**config.mk**
```make
export PLATFORM = sky130hd
export DESIGN_NAME = dlxDecode
export DESIGN_NICKNAME = d
export VERILOG_FILES = /design/src/dlxPkg.sv /design/src/ctrlIf.sv /design/src/execIf.sv /design/src/controlDecode.sv /design/src/decodeMerge.sv /design/src/dlxDecode.sv /design/src/execDecode.sv /design/src/stageReg.sv
export SDC_FILE = /design/constraint.sdc
export NUM_CORES = 1
export LEC_CHECK = 0
export BUFFER_PORTS_ARGS = -buffer_cell sky130_fd_sc_hd__buf_2
export CORE_MARGIN = 10
export CORE_UTILIZATION = 30
export DETAILED_ROUTE_END_ITERATION = 8
export PLACE_DENSITY_LB_ADDON = 0.1
export SETUP_SLACK_MARGIN = 0.1
export SLEW_MARGIN = 20
export SYNTH_ARGS = -nofsm -noshare
export SYNTH_HDL_FRONTEND = slang
export SYNTH_SLANG_ARGS = --single-unit
```
**constraint.sdc**
```tcl
create_clock -name clock -period 2.15 [get_ports clock]
set_input_delay 0.43 -clock clock [delete_from_list [all_inputs] [get_ports clock]]
set_output_delay 0.43 -clock clock [all_outputs]
set_load 0.05 [all_outputs]
```
**src/dlxPkg.sv**
```systemverilog
package dlxPkg;

    localparam int InstrWidth   = 32;
    localparam int RegAddrWidth = 5;
    localparam int MaxDataWidth = 64;  // widest datapath the operand struct carries

    // opcodes, instruction bits 0..5
    localparam logic [5:0] OpRType   = 6'h00;
    localparam logic [5:0] OpFpRType = 6'h01;
    localparam logic [5:0] OpJ       = 6'h02;
    localparam logic [5:0] OpJal     = 6'h03;
    localparam logic [5:0] OpBeqz    = 6'h04;
    localparam logic [5:0] OpBnez    = 6'h05;
    localparam logic [5:0] OpAddi    = 6'h08;
    localparam logic [5:0] OpAddui   = 6'h09;
    localparam logic [5:0] OpSubi    = 6'h0a;
    localparam logic [5:0] OpSubui   = 6'h0b;
    localparam logic [5:0] OpAndi    = 6'h0c;
    localparam logic [5:0] OpOri     = 6'h0d;
    localparam logic [5:0] OpXori    = 6'h0e;
    localparam logic [5:0] OpLhi     = 6'h0f;
    localparam logic [5:0] OpJr      = 6'h12;
    localparam logic [5:0] OpJalr    = 6'h13;
    localparam logic [5:0] OpSlli    = 6'h14;
    localparam logic [5:0] OpSrli    = 6'h16;
    localparam logic [5:0] OpSrai    = 6'h17;
    localparam logic [5:0] OpSeqi    = 6'h18;
    localparam logic [5:0] OpSnei    = 6'h19;
    localparam logic [5:0] OpSlti    = 6'h1a;
    localparam logic [5:0] OpSgti    = 6'h1b;
    localparam logic [5:0] OpSlei    = 6'h1c;
    localparam logic [5:0] OpSgei    = 6'h1d;
    localparam logic [5:0] OpLb      = 6'h20;
    localparam logic [5:0] OpLh      = 6'h21;
    localparam logic [5:0] OpLw      = 6'h23;
    localparam logic [5:0] OpLbu     = 6'h24;
    localparam logic [5:0] OpLhu     = 6'h25;
    localparam logic [5:0] OpSb      = 6'h28;
    localparam logic [5:0] OpSh      = 6'h29;
    localparam logic [5:0] OpSw      = 6'h2b;

    // R-type function field, bits 26..31
    localparam logic [5:0] FnSll     = 6'h04;
    localparam logic [5:0] FnSrl     = 6'h06;
    localparam logic [5:0] FnSra     = 6'h07;
    localparam logic [5:0] FnAdd     = 6'h20;
    localparam logic [5:0] FnSub     = 6'h22;
    localparam logic [5:0] FnAnd     = 6'h24;
    localparam logic [5:0] FnOr      = 6'h25;
    localparam logic [5:0] FnXor     = 6'h26;
    localparam logic [5:0] FnSeq     = 6'h28;
    localparam logic [5:0] FnSne     = 6'h29;
    localparam logic [5:0] FnSlt     = 6'h2a;
    localparam logic [5:0] FnSgt     = 6'h2b;
    localparam logic [5:0] FnSle     = 6'h2c;
    localparam logic [5:0] FnSge     = 6'h2d;
    localparam logic [5:0] FnMovfp2i = 6'h34;
    localparam logic [5:0] FnMovi2fp = 6'h35;
    // FP-type function field
    localparam logic [5:0] FnMult    = 6'h0e;
    localparam logic [5:0] FnMultu   = 6'h16;

    typedef enum logic [3:0] {
        AluAdd = 4'b0000,
        AluSub = 4'b0001,
        AluSlt = 4'b0010,
        AluSle = 4'b0011,
        AluSgt = 4'b0100,
        AluSge = 4'b0101,
        AluSra = 4'b0111,
        AluSll = 4'b1001,
        AluSrl = 4'b1010,
        AluSeq = 4'b1011,
        AluSne = 4'b1100,
        AluAnd = 4'b1101,
        AluOr  = 4'b1110,
        AluXor = 4'b1111
    } aluOpE;

    typedef enum logic [1:0] {
        MemByte = 2'b00,
        MemHalf = 2'b01,
        MemWord = 2'b10
    } memSizeE;

    typedef struct packed {
        logic    pcToReg;
        logic    regToPc;
        logic    jump;
        logic    jumpNonReg;
        logic    branch;
        logic    branchZero;
        logic    rType;
        logic    fpRType;
        logic    regWrite;
        logic    fpRegWrite;
        logic    memToReg;
        logic    memWrite;
        logic    loadSign;
        memSizeE dSize;
        aluOpE   aluCtrl;
        logic    mul;
        logic    movFp2I;
        logic    movI2Fp;
    } idExCtrlT;

    // immExt sized for the widest datapath, narrower ones use the low bits
    typedef struct packed {
        logic [RegAddrWidth-1:0] rs1;
        logic [RegAddrWidth-1:0] rs2;
        logic [RegAddrWidth-1:0] rd;
        logic [MaxDataWidth-1:0] immExt;
    } idExOperT;

endpackage

```
**src/ctrlIf.sv**
```systemverilog
`timescale 1ns/10ps

interface ctrlIf;
    import dlxPkg::*;

    logic    pcToReg;
    logic    regToPc;
    logic    jump;
    logic    jumpNonReg;
    logic    branch;
    logic    branchZero;
    logic    rType;
    logic    fpRType;
    logic    memToReg;
    logic    memWrite;
    logic    loadSign;
    memSizeE dSize;
    logic    extOp;                // sign extend the immediate
    logic    lhiOp;
    logic    storeOrJumpOrBranch;  // opcode never writes an integer register

    modport source (
        output pcToReg, regToPc, jump, jumpNonReg, branch, branchZero,
               rType, fpRType, memToReg, memWrite, loadSign, dSize,
               extOp, lhiOp, storeOrJumpOrBranch
    );

    modport sink (
        input pcToReg, regToPc, jump, jumpNonReg, branch, branchZero,
              rType, fpRType, memToReg, memWrite, loadSign, dSize,
              extOp, lhiOp, storeOrJumpOrBranch
    );

endinterface

```
**src/execIf.sv**
```systemverilog
`timescale 1ns/10ps

interface execIf;
    import dlxPkg::*;

    aluOpE aluCtrl;
    logic  mul;      // fp multiply, signed or unsigned
    logic  movFp2I;
    logic  movI2Fp;

    modport source (
        output aluCtrl,
        output mul,
        output movFp2I,
        output movI2Fp
    );

    modport sink (
        input aluCtrl,
        input mul,
        input movFp2I,
        input movI2Fp
    );

endinterface

```
**src/controlDecode.sv**
```systemverilog
`timescale 1ns/10ps

module controlDecode (
    input  logic [0:dlxPkg::InstrWidth-1] instruction,
    ctrlIf.source                         ctrl
);
    import dlxPkg::*;

    logic [5:0] opcode;

    assign opcode = instruction[0:5];

    always_comb begin
        ctrl.pcToReg    = 1'b0;
        ctrl.regToPc    = 1'b0;
        ctrl.jump       = 1'b0;
        ctrl.jumpNonReg = 1'b0;
        ctrl.branch     = 1'b0;
        ctrl.branchZero = 1'b0;
        ctrl.rType      = 1'b0;
        ctrl.fpRType    = 1'b0;
        ctrl.memToReg   = 1'b0;
        ctrl.memWrite   = 1'b0;
        ctrl.loadSign   = 1'b0;
        ctrl.dSize      = MemByte;
        ctrl.extOp      = 1'b1;  // signed unless addui/subui
        ctrl.lhiOp      = 1'b0;

        case (opcode)
            OpRType:   ctrl.rType = 1'b1;
            OpFpRType: ctrl.fpRType = 1'b1;
            OpJ, OpJal: begin
                ctrl.jump       = 1'b1;
                ctrl.jumpNonReg = 1'b1;
                ctrl.pcToReg    = opcode[0];  // low opcode bit marks the linking form
            end
            OpJr, OpJalr: begin
                ctrl.jump    = 1'b1;
                ctrl.regToPc = 1'b1;
                ctrl.pcToReg = opcode[0];
            end
            OpBeqz, OpBnez: begin
                ctrl.branch     = 1'b1;
                ctrl.branchZero = ~opcode[0];  // beqz
            end
            OpAddui, OpSubui: ctrl.extOp = 1'b0;
            OpLhi:            ctrl.lhiOp = 1'b1;
            OpLb, OpLbu: begin
                ctrl.memToReg = 1'b1;
                ctrl.loadSign = (opcode == OpLb);
                ctrl.dSize    = MemByte;
            end
            OpLh, OpLhu: begin
                ctrl.memToReg = 1'b1;
                ctrl.loadSign = (opcode == OpLh);
                ctrl.dSize    = MemHalf;
            end
            OpLw: begin
                ctrl.memToReg = 1'b1;
                ctrl.dSize    = MemWord;
            end
            OpSb: ctrl.memWrite = 1'b1;
            OpSh: begin
                ctrl.memWrite = 1'b1;
                ctrl.dSize    = MemHalf;
            end
            OpSw: begin
                ctrl.memWrite = 1'b1;
                ctrl.dSize    = MemWord;
            end
            default: ;  // alu immediates need nothing here
        endcase
    end

    // stores, plain jumps and branches leave the register file alone
    assign ctrl.storeOrJumpOrBranch = ctrl.memWrite | (ctrl.jump & ~ctrl.pcToReg) | ctrl.branch;

endmodule

```
**src/decodeMerge.sv**
```systemverilog
`timescale 1ns/10ps

module decodeMerge #(
    parameter int DataWidth = 32
) (
    input  logic                          clock,
    input  logic                          reset,
    input  logic                          stall,
    input  logic                          instrValid,
    input  logic [0:dlxPkg::InstrWidth-1] instruction,
    ctrlIf.sink                           ctrl,
    execIf.sink                           exec,
    output dlxPkg::idExCtrlT              ctrlOut,
    output dlxPkg::idExOperT              operOut,
    output logic                          outValid
);
    import dlxPkg::*;

    logic                 zeroWord;
    logic                 live;
    logic [15:0]          imm16;
    logic [DataWidth-1:0] immExt;
    idExCtrlT             ctrlD;
    idExOperT             operD;

    assign zeroWord = (instruction == '0);  // nop
    assign live     = instrValid & ~zeroWord;
    assign imm16    = instruction[16:31];

    always_comb begin
        if (ctrl.lhiOp) begin
            immExt = {imm16, {(DataWidth - 16){1'b0}}};
        end else if (ctrl.extOp) begin
            immExt = {{(DataWidth - 16){imm16[15]}}, imm16};
        end else begin
            immExt = {{(DataWidth - 16){1'b0}}, imm16};
        end
    end

    always_comb begin
        ctrlD = '0;
        if (live) begin
            ctrlD.pcToReg    = ctrl.pcToReg;
            ctrlD.regToPc    = ctrl.regToPc;
            ctrlD.jump       = ctrl.jump;
            ctrlD.jumpNonReg = ctrl.jumpNonReg;
            ctrlD.branch     = ctrl.branch;
            ctrlD.branchZero = ctrl.branchZero;
            ctrlD.rType      = ctrl.rType;
            ctrlD.fpRType    = ctrl.fpRType;
            // movfp2i writes an integer register, movi2fp never does
            ctrlD.regWrite   = (exec.movFp2I | ~ctrl.storeOrJumpOrBranch) & ~exec.movI2Fp;
            ctrlD.fpRegWrite = exec.mul | exec.movI2Fp;
            ctrlD.memToReg   = ctrl.memToReg;
            ctrlD.memWrite   = ctrl.memWrite;
            ctrlD.loadSign   = ctrl.loadSign;
            ctrlD.dSize      = ctrl.dSize;
            ctrlD.aluCtrl    = exec.aluCtrl;
            ctrlD.mul        = exec.mul;
            ctrlD.movFp2I    = exec.movFp2I;
            ctrlD.movI2Fp    = exec.movI2Fp;
        end
    end

    // operand fields follow the word even when it is not valid
    assign operD.rs1    = instruction[6:10];
    assign operD.rs2    = instruction[11:15];
    assign operD.rd     = instruction[16:20];
    assign operD.immExt = MaxDataWidth'(immExt);

    stageReg #(.payloadT(idExCtrlT)) uCtrlReg (
        .clock(clock),
        .reset(reset),
        .stall(stall),
        .d    (ctrlD),
        .q    (ctrlOut)
    );

    stageReg #(.payloadT(idExOperT)) uOperReg (
        .clock(clock),
        .reset(reset),
        .stall(stall),
        .d    (operD),
        .q    (operOut)
    );

    always_ff @(posedge clock) begin
        if (reset) begin
            outValid <= 1'b0;
        end else if (!stall) begin
            outValid <= instrValid;
        end
    end

endmodule

```
**src/dlxDecode.sv**
```systemverilog
`timescale 1ns/10ps

module dlxDecode #(
    parameter int DataWidth = 32
) (
    input  logic                            clock,
    input  logic                            reset,
    input  logic [0:dlxPkg::InstrWidth-1]   instruction,
    input  logic                            instrValid,
    input  logic                            stall,
    output logic                            outValid,
    output logic                            pcToReg,
    output logic                            regToPc,
    output logic                            jump,
    output logic                            jumpNonReg,
    output logic                            branch,
    output logic                            branchZero,
    output logic                            rType,
    output logic                            fpRType,
    output logic                            regWrite,
    output logic                            fpRegWrite,
    output logic                            memToReg,
    output logic                            memWrite,
    output logic                            loadSign,
    output logic [1:0]                      dSize,
    output logic [3:0]                      aluCtrl,
    output logic                            mul,
    output logic                            movFp2I,
    output logic                            movI2Fp,
    output logic [dlxPkg::RegAddrWidth-1:0] rs1,
    output logic [dlxPkg::RegAddrWidth-1:0] rs2,
    output logic [dlxPkg::RegAddrWidth-1:0] rd,
    output logic [DataWidth-1:0]            immExt
);
    import dlxPkg::*;

    idExCtrlT ctrlOut;
    idExOperT operOut;

    ctrlIf ctrlBus ();
    execIf execBus ();

    // both decoders see the raw input word
    controlDecode uControl (
        .instruction(instruction),
        .ctrl       (ctrlBus)
    );

    execDecode uExec (
        .instruction(instruction),
        .exec       (execBus)
    );

    decodeMerge #(.DataWidth(DataWidth)) uMerge (
        .clock      (clock),
        .reset      (reset),
        .stall      (stall),
        .instrValid (instrValid),
        .instruction(instruction),
        .ctrl       (ctrlBus),
        .exec       (execBus),
        .ctrlOut    (ctrlOut),
        .operOut    (operOut),
        .outValid   (outValid)
    );

    assign pcToReg    = ctrlOut.pcToReg;
    assign regToPc    = ctrlOut.regToPc;
    assign jump       = ctrlOut.jump;
    assign jumpNonReg = ctrlOut.jumpNonReg;
    assign branch     = ctrlOut.branch;
    assign branchZero = ctrlOut.branchZero;
    assign rType      = ctrlOut.rType;
    assign fpRType    = ctrlOut.fpRType;
    assign regWrite   = ctrlOut.regWrite;
    assign fpRegWrite = ctrlOut.fpRegWrite;
    assign memToReg   = ctrlOut.memToReg;
    assign memWrite   = ctrlOut.memWrite;
    assign loadSign   = ctrlOut.loadSign;
    assign dSize      = ctrlOut.dSize;
    assign aluCtrl    = ctrlOut.aluCtrl;
    assign mul        = ctrlOut.mul;
    assign movFp2I    = ctrlOut.movFp2I;
    assign movI2Fp    = ctrlOut.movI2Fp;
    assign rs1        = operOut.rs1;
    assign rs2        = operOut.rs2;
    assign rd         = operOut.rd;
    assign immExt     = operOut.immExt[DataWidth-1:0];  // upper bits unused below 64

endmodule

```
**src/execDecode.sv**
```systemverilog
`timescale 1ns/10ps

module execDecode (
    input  logic [0:dlxPkg::InstrWidth-1] instruction,
    execIf.source                         exec
);
    import dlxPkg::*;

    logic [5:0] opcode;
    logic [5:0] func;

    assign opcode = instruction[0:5];
    assign func   = instruction[26:31];

    always_comb begin
        exec.aluCtrl = AluAdd;  // address arithmetic for loads, stores and jumps
        exec.mul     = 1'b0;
        exec.movFp2I = 1'b0;
        exec.movI2Fp = 1'b0;

        case (opcode)
            OpRType: begin
                case (func)
                    FnAdd:     exec.aluCtrl = AluAdd;
                    FnSub:     exec.aluCtrl = AluSub;
                    FnAnd:     exec.aluCtrl = AluAnd;
                    FnOr:      exec.aluCtrl = AluOr;
                    FnXor:     exec.aluCtrl = AluXor;
                    FnSll:     exec.aluCtrl = AluSll;
                    FnSrl:     exec.aluCtrl = AluSrl;
                    FnSra:     exec.aluCtrl = AluSra;
                    FnSeq:     exec.aluCtrl = AluSeq;
                    FnSne:     exec.aluCtrl = AluSne;
                    FnSlt:     exec.aluCtrl = AluSlt;
                    FnSgt:     exec.aluCtrl = AluSgt;
                    FnSle:     exec.aluCtrl = AluSle;
                    FnSge:     exec.aluCtrl = AluSge;
                    FnMovfp2i: exec.movFp2I = 1'b1;
                    FnMovi2fp: exec.movI2Fp = 1'b1;
                    default:   ;
                endcase
            end
            OpFpRType: begin
                // both multiply codes share one unit
                exec.mul = (func == FnMult) || (func == FnMultu);
            end
            OpAddi, OpAddui: exec.aluCtrl = AluAdd;
            OpSubi, OpSubui: exec.aluCtrl = AluSub;
            OpAndi:          exec.aluCtrl = AluAnd;
            OpOri:           exec.aluCtrl = AluOr;
            OpXori:          exec.aluCtrl = AluXor;
            OpSlli:          exec.aluCtrl = AluSll;
            OpSrli:          exec.aluCtrl = AluSrl;
            OpSrai:          exec.aluCtrl = AluSra;
            OpSeqi:          exec.aluCtrl = AluSeq;
            OpSnei:          exec.aluCtrl = AluSne;
            OpSlti:          exec.aluCtrl = AluSlt;
            OpSgti:          exec.aluCtrl = AluSgt;
            OpSlei:          exec.aluCtrl = AluSle;
            OpSgei:          exec.aluCtrl = AluSge;
            // lhi stays on add, the extender already shifted the immediate
            default:         exec.aluCtrl = AluAdd;
        endcase
    end

endmodule

```
**src/stageReg.sv**
```systemverilog
`timescale 1ns/10ps

module stageReg #(
    parameter type payloadT = logic
) (
    input  logic    clock,
    input  logic    reset,
    input  logic    stall,
    input  payloadT d,
    output payloadT q
);

    always_ff @(posedge clock) begin
        if (reset) begin
            q <= '0;
        end else if (!stall) begin
            q <= d;  // stall keeps the previous stage contents
        end
    end

endmodule

```
Yosys cells after proc, flatten, opt, wreduce, memory -nomap -nowiden

Index checks and enable logic that the tools add are counted.

Register bits after elaboration: 70
Latch bits: 0
Memory bits (writable): 0
ROM bits: 0
Input bits: 36
Memories kept: 0

Add/sub/neg operators: 0
$mul: 0
Divide/modulo/power cells: 0
Order comparisons: 0
Equal/unequal tests: 48
Shifts and indexed selects: 0
Muxes and demuxes: 23
Bitwise logic cells: 12
Reduce and logical (&&, ||, !) cells: 15

Operator list:

| kind                 | count |
|---|---|
| $eq A6 B6 Y1 const B | 20 |
| $eq A6 B5 Y1 const B | 12 |
| $mux W32             | 2 |
| $pmux W4 S14         | 1 |
| $pmux W4 S13         | 1 |
| $eq A6 B4 Y1 const B | 8 |
| $logic_not A32 Y1    | 1 |
| $eq A6 B3 Y1 const B | 5 |
| $mux W22             | 1 |
| $mux W1              | 16 |
| $reduce_or A2 Y1     | 8 |
| $eq A6 B2 Y1 const B | 2 |
| $eq A6 B1 Y1 const B | 1 |
| $logic_not A6 Y1     | 1 |
| $reduce_or A3 Y1     | 2 |
| $not A1 Y1           | 5 |
| $reduce_or A5 Y1     | 1 |
| $or A1 B1 Y1         | 4 |
| $pmux W2 S2          | 1 |
| $reduce_or A4 Y1     | 1 |
| $and A1 B1 Y1        | 3 |
| $pmux W1 S2          | 1 |
| $logic_or A1 B1 Y1   | 1 |

Depth between registers and ports, before layout

Depth in word-level cells: 11
Depth in mapped cells: 7
Gate-level depth less buffers: 5

Cells and area by module

Synthesis repeated with hierarchy kept, for this count alone.

Cells, all modules: 540
Area total of the unflattened synthesis: 4820.9 µm²

By module, submodules not included:

| module                      | instances | cells an instance | area an instance (µm²) | sequential area each (µm²) |
|---|---|---|---|---|
| stageReg at uMerge.uOperReg | 1         | 255               | 2788.9                 | 1581.5 |
| stageReg at uMerge.uCtrlReg | 1         | 71                | 802.0                  | 440.4 |
| decodeMerge                 | 1         | 117               | 610.6                  | 20.0 |
| execDecode                  | 1         | 69                | 432.9                  | 0.0 |
| controlDecode               | 1         | 28                | 186.4                  | 0.0 |

Worst setup path before layout

OpenSTA, ideal clock, no wires.

Path kind: input to register
From: input instruction[3] in the netlist's numbering
To: register uMerge.uOperReg.q[27] in the netlist's numbering
Library setup time: 0.132 ns
Arrival: 1.536 ns
Slack: 0.482 ns
Cell stages on the path: 6
Cells stage by stage: buf_2 -> nand2b_1 -> or3b_1 -> nand3_1 -> buf_4 -> a21oi_1

Word-level cells in the longest chain between the ends: 4

Ends and longest elaborated chain:

| what                 | line                | source |
|---|---|---|
| from (decl)          | dlxDecode.sv:8      | `input logic [0:dlxPkg::InstrWidth-1] instruction,` |
| $eq A6 B4 Y1         | controlDecode.sv:29 | `case (opcode)` |
| $reduce_or A2 Y1     | controlDecode.sv:29 |  |
| $mux W32             | decodeMerge.sv:33   | `end else if (ctrl.extOp) begin` |
| $mux W32 *           | decodeMerge.sv:31   | `if (ctrl.lhiOp) begin` |
| to (signal assigned) | stageReg.sv:15      | `q <= '0;` |
| to (signal assigned) | stageReg.sv:17      | `q <= d;` |
| to (decl)            | stageReg.sv:10      | `output payloadT q` |

Every way passes the cells marked *; elsewhere a longest branch is shown, timed or not.
A chain may end at the register's enable or synchronous reset.

Final worst setup path

From: input instruction[12] in the netlist's numbering
To: register uMerge.uCtrlReg.q[15] in the netlist's numbering

Word-level cells in the longest chain between the ends: 4

Ends and longest elaborated chain:

| what                 | line              | source |
|---|---|---|
| $logic_not A32 Y1    | decodeMerge.sv:26 | `assign zeroWord = (instruction == '0);` |
| $not A1 Y1           | decodeMerge.sv:27 | `assign live = instrValid & ~zeroWord;` |
| $and A1 B1 Y1        | decodeMerge.sv:27 |  |
| $mux W22             | decodeMerge.sv:42 | `if (live) begin` |
| to (signal assigned) | stageReg.sv:15    |  |
| to (signal assigned) | stageReg.sv:17    |  |
| to (decl)            | stageReg.sv:10    |  |

Every way passes these cells.

==> results.cfg <==
[sta]
timing.setup.tns_ns = 0
final_max_slew_viol_count = 0
max_slew.worst_pin.slew_ns = 0.665
setup_violations = 0
hold_viol = 0
relSlewSlack_pct = 55.7
clock_skew_ns = 0
hold_ws_ns = 0.331
fin_crit_ns = 1.57
max_freq_ghz = 0.637
fin_crit_sh_pct = 73.0
rsz0062_at_grt = false

[synth]
ys_ff_latch = 70
synth.largest_area_cell = dfxtp_1
ys_warn_count = 0
yosysUniqueCellTypes = 51
synthMuxAreaShare_pct = 3.47
synth_area_leaders = dfxtp_1, a22oi_1, nor2_1
synth_fa_ha_area_share_pct = 0
seq_area_frac_synth_pct = 43.6
avgSynthCellArea_um2 = 8.83
synth_compound_area_share_pct = 23.5
synth-simple-area-share_pct = 23.4
synth_top_area_share_pct = 43.6
netlist_instances = 364
synth_nets = 400
synth-xor-area-share_pct = 0.818
synth_top_family_by_area = compound AO/OA/AOI/OAI gates
synth_area_um2 = 3210
synth_edf_count = 0
ys.flop_type = dfxtp_1
synthArstFlopShare_pct = 0

[global_routing]
grt_pass1_wl_mm = 16.6
antenna_found_initial = 0
overflow = 0
grtUsageTotal_pct = 13.6
grt_max_degree = 62
grt_pass1_vias = 2987

[floorplan]
num_rows = 37
io_pins = 106
dieWidth_um = 123
dieArea_um2 = 15200
fp.dieH_um = 123
coreArea_um2 = 10400
initial_core_util_pct = 31.0

[worst_setup_path]
worst_setup_path_start_kind = input port
crit_type = in2reg
critPathMaxFanout = 4
cp.arrival_ns = 1.80
crit_path_end_kind = register
worstPathRequired_ns = 2.38

[detailed_routing]
via_per_inst = 5.08
wire_per_inst_um = 17.6
drt_wl_total_mm = 10.6
route.detailed.drc = 0
vias = 3055
first_pass_iters = 4
initialDrtViolationCount = 213
postRouteAntennaNets = 0

[cells_and_area]
num_antenna_cells = 0
fin_util_pct = 39.1
drive_gt1_share_pct = 30.8
syn_to_final_growth_pct = 26.2
stdcell_count = 601
finalNetCount = 496
fillCellCount = 1120

[clock_tree]
cts_tree = done
clkSinkCount = 70
numCtsBuffers = 9
cts_resized = 0
cts.path.max_buffers = 2
cts-root-buf = clkbuf_8
htreeDepth = 3
clk_pin_slew_ns = 0.08
hold_buffers = 0
clock_latency_ns = 0.34
cts_setup_buffers = 0

[power]
p_total_mw = 3.02
powerDensity_nw_per_um2 = 745
vdd_ir_drop_max_mv = 0.375
power_leakage_nw = 1.77

[placement]
port-buffer-count = 105
place_congestion = 0.774
post-place-cells = 585
dp_hpwl_mm = 7.83

[min_path]
hold_path.class = in2reg

[outcome]
outcome = completed

[flow_run]
drv_cap = 0
==> layout make-up <==
class,instances,area [um2],share of cell area (%)
clock buffers,11,131,3.24
clock inverters,5,60.1,1.48
inverters,1,3.75,0.0926
multi-input cells,259,1650,40.6
flip-flops and latches,70,1400,34.6
well taps,136,170,4.20
repair buffers,119,643,15.9
==> routing by layer <==
| layer | global-route usage (%) | up-vias | part of all wire, % |
|---|---|---|---|
| li1 | - | 1519 | - |
| met1 | 18.8 | 1443 | 48 |
| met2 | 20.2 | 87 | 44 |
| met3 | 3.87 | 6 | 6.9 |
| met4 | 3.71 | 0 | 0.76 |
| met5 | 0 | - | 0 |
==> where the power goes <==
group / leakage [nW] / total (mW) / switching, mW / internal, mW
logic: 1.10 / 0.574 / 0.408 / 0.166
clock network: 0.0935 / 1.07 / 0.529 / 0.539
registers: 0.573 / 1.38 / 0.0282 / 1.35
==> sequential cells by signal, indices dropped and copies added, names as in the netlist <==
signal / count
uMerge.uCtrlReg.q: 22
uMerge.outValid: 1
uMerge.uOperReg.q: 47
==> synthesized netlist by cell type (2+ instances only) <==
cell type	number
or3b_1	2
xor2_1	3
a22o_1	5
nor2b_1	23
a31oi_1	2
nand2b_1	9
a32oi_1	4
nor4_1	5
nand3_1	3
buf_2	10
clkbuf_1	15
nor4bb_1	2
buf_4	4
o22ai_1	2
a221oi_1	2
a21oi_1	32
nor2_1	54
and3_1	2
nand4_1	4
nand2_1	13
o2bb2ai_1	4
o21ai_0	5
mux2i_1	10
nand3b_1	4
nor4_2	3
a2111oi_0	2
dfxtp_1	70
o31ai_1	2
a21o_1	4
a22oi_1	39
buf_1	4
a211oi_1	2
==> path summary, 6_finish.rpt <==
| check | end | from | slack (ns) | cells after the start |
|---|---|---|---|---|
| max | uMerge.uCtrlReg.q[15]$_SDFFE_PP0N_ | instruction[12] | 0.58 | 6 |
| min | uMerge.uOperReg.q[75]$_SDFFE_PP0N_ | instruction[9] | 0.33 | 3 |
| max reg2reg | uMerge.uCtrlReg.q[4]$_SDFFE_PP0N_ | uMerge.uCtrlReg.q[4]$_SDFFE_PP0N_ | 1.30 | 2 |
| min reg2reg | uMerge.uCtrlReg.q[19]$_SDFFE_PP0N_ | uMerge.uCtrlReg.q[19]$_SDFFE_PP0N_ | 0.45 | 1 |
==> through the flow <==
step / setup WS, ns / area (um2)
final: 0.581 / 4060
after global placement: 0.221 / 3860
after detailed placement: 0.205 / 3860
after global routing: 0.503 / 4060
after floorplan: 0.482 / 3210
after CTS: 0.571 / 4060
==> kinds of logic (layout without fill, tap and decap cells) <==
logic type	after synthesis	count (layout)
buffers and inverters	35	136
multiplexers	11	11
AO/OA/AOI/OAI	110	110
flip-flops	70	70
AND/OR/NAND/NOR	135	135
XOR/XNOR	3	3
==> worst max-delay path: stages <==
cell and delay (ns):
buf_2 0.11, nor4_1 0.38, nand4_1 0.23, o31a_1 0.40
a32oi_1 0.20, nor2_1 0.05
==> placed cells by master (no fill, tap or decap), drive strengths merged, types with 3 or more instances in the layout <==
cell type	instances
a21o	4
a21oi	32
a22o	5
a22oi	39
a32oi	4
buf	119
clkbuf	11
clkinv	3
dfxtp	70
mux2i	10
nand2	13
nand2b	9
nand3	3
nand3b	5
nand4	4
nor2	55
nor2b	23
nor4	9
o21ai	5
o2bb2ai	4
xor2	3
No activity file was read; power rests on OpenSTA's default activity.
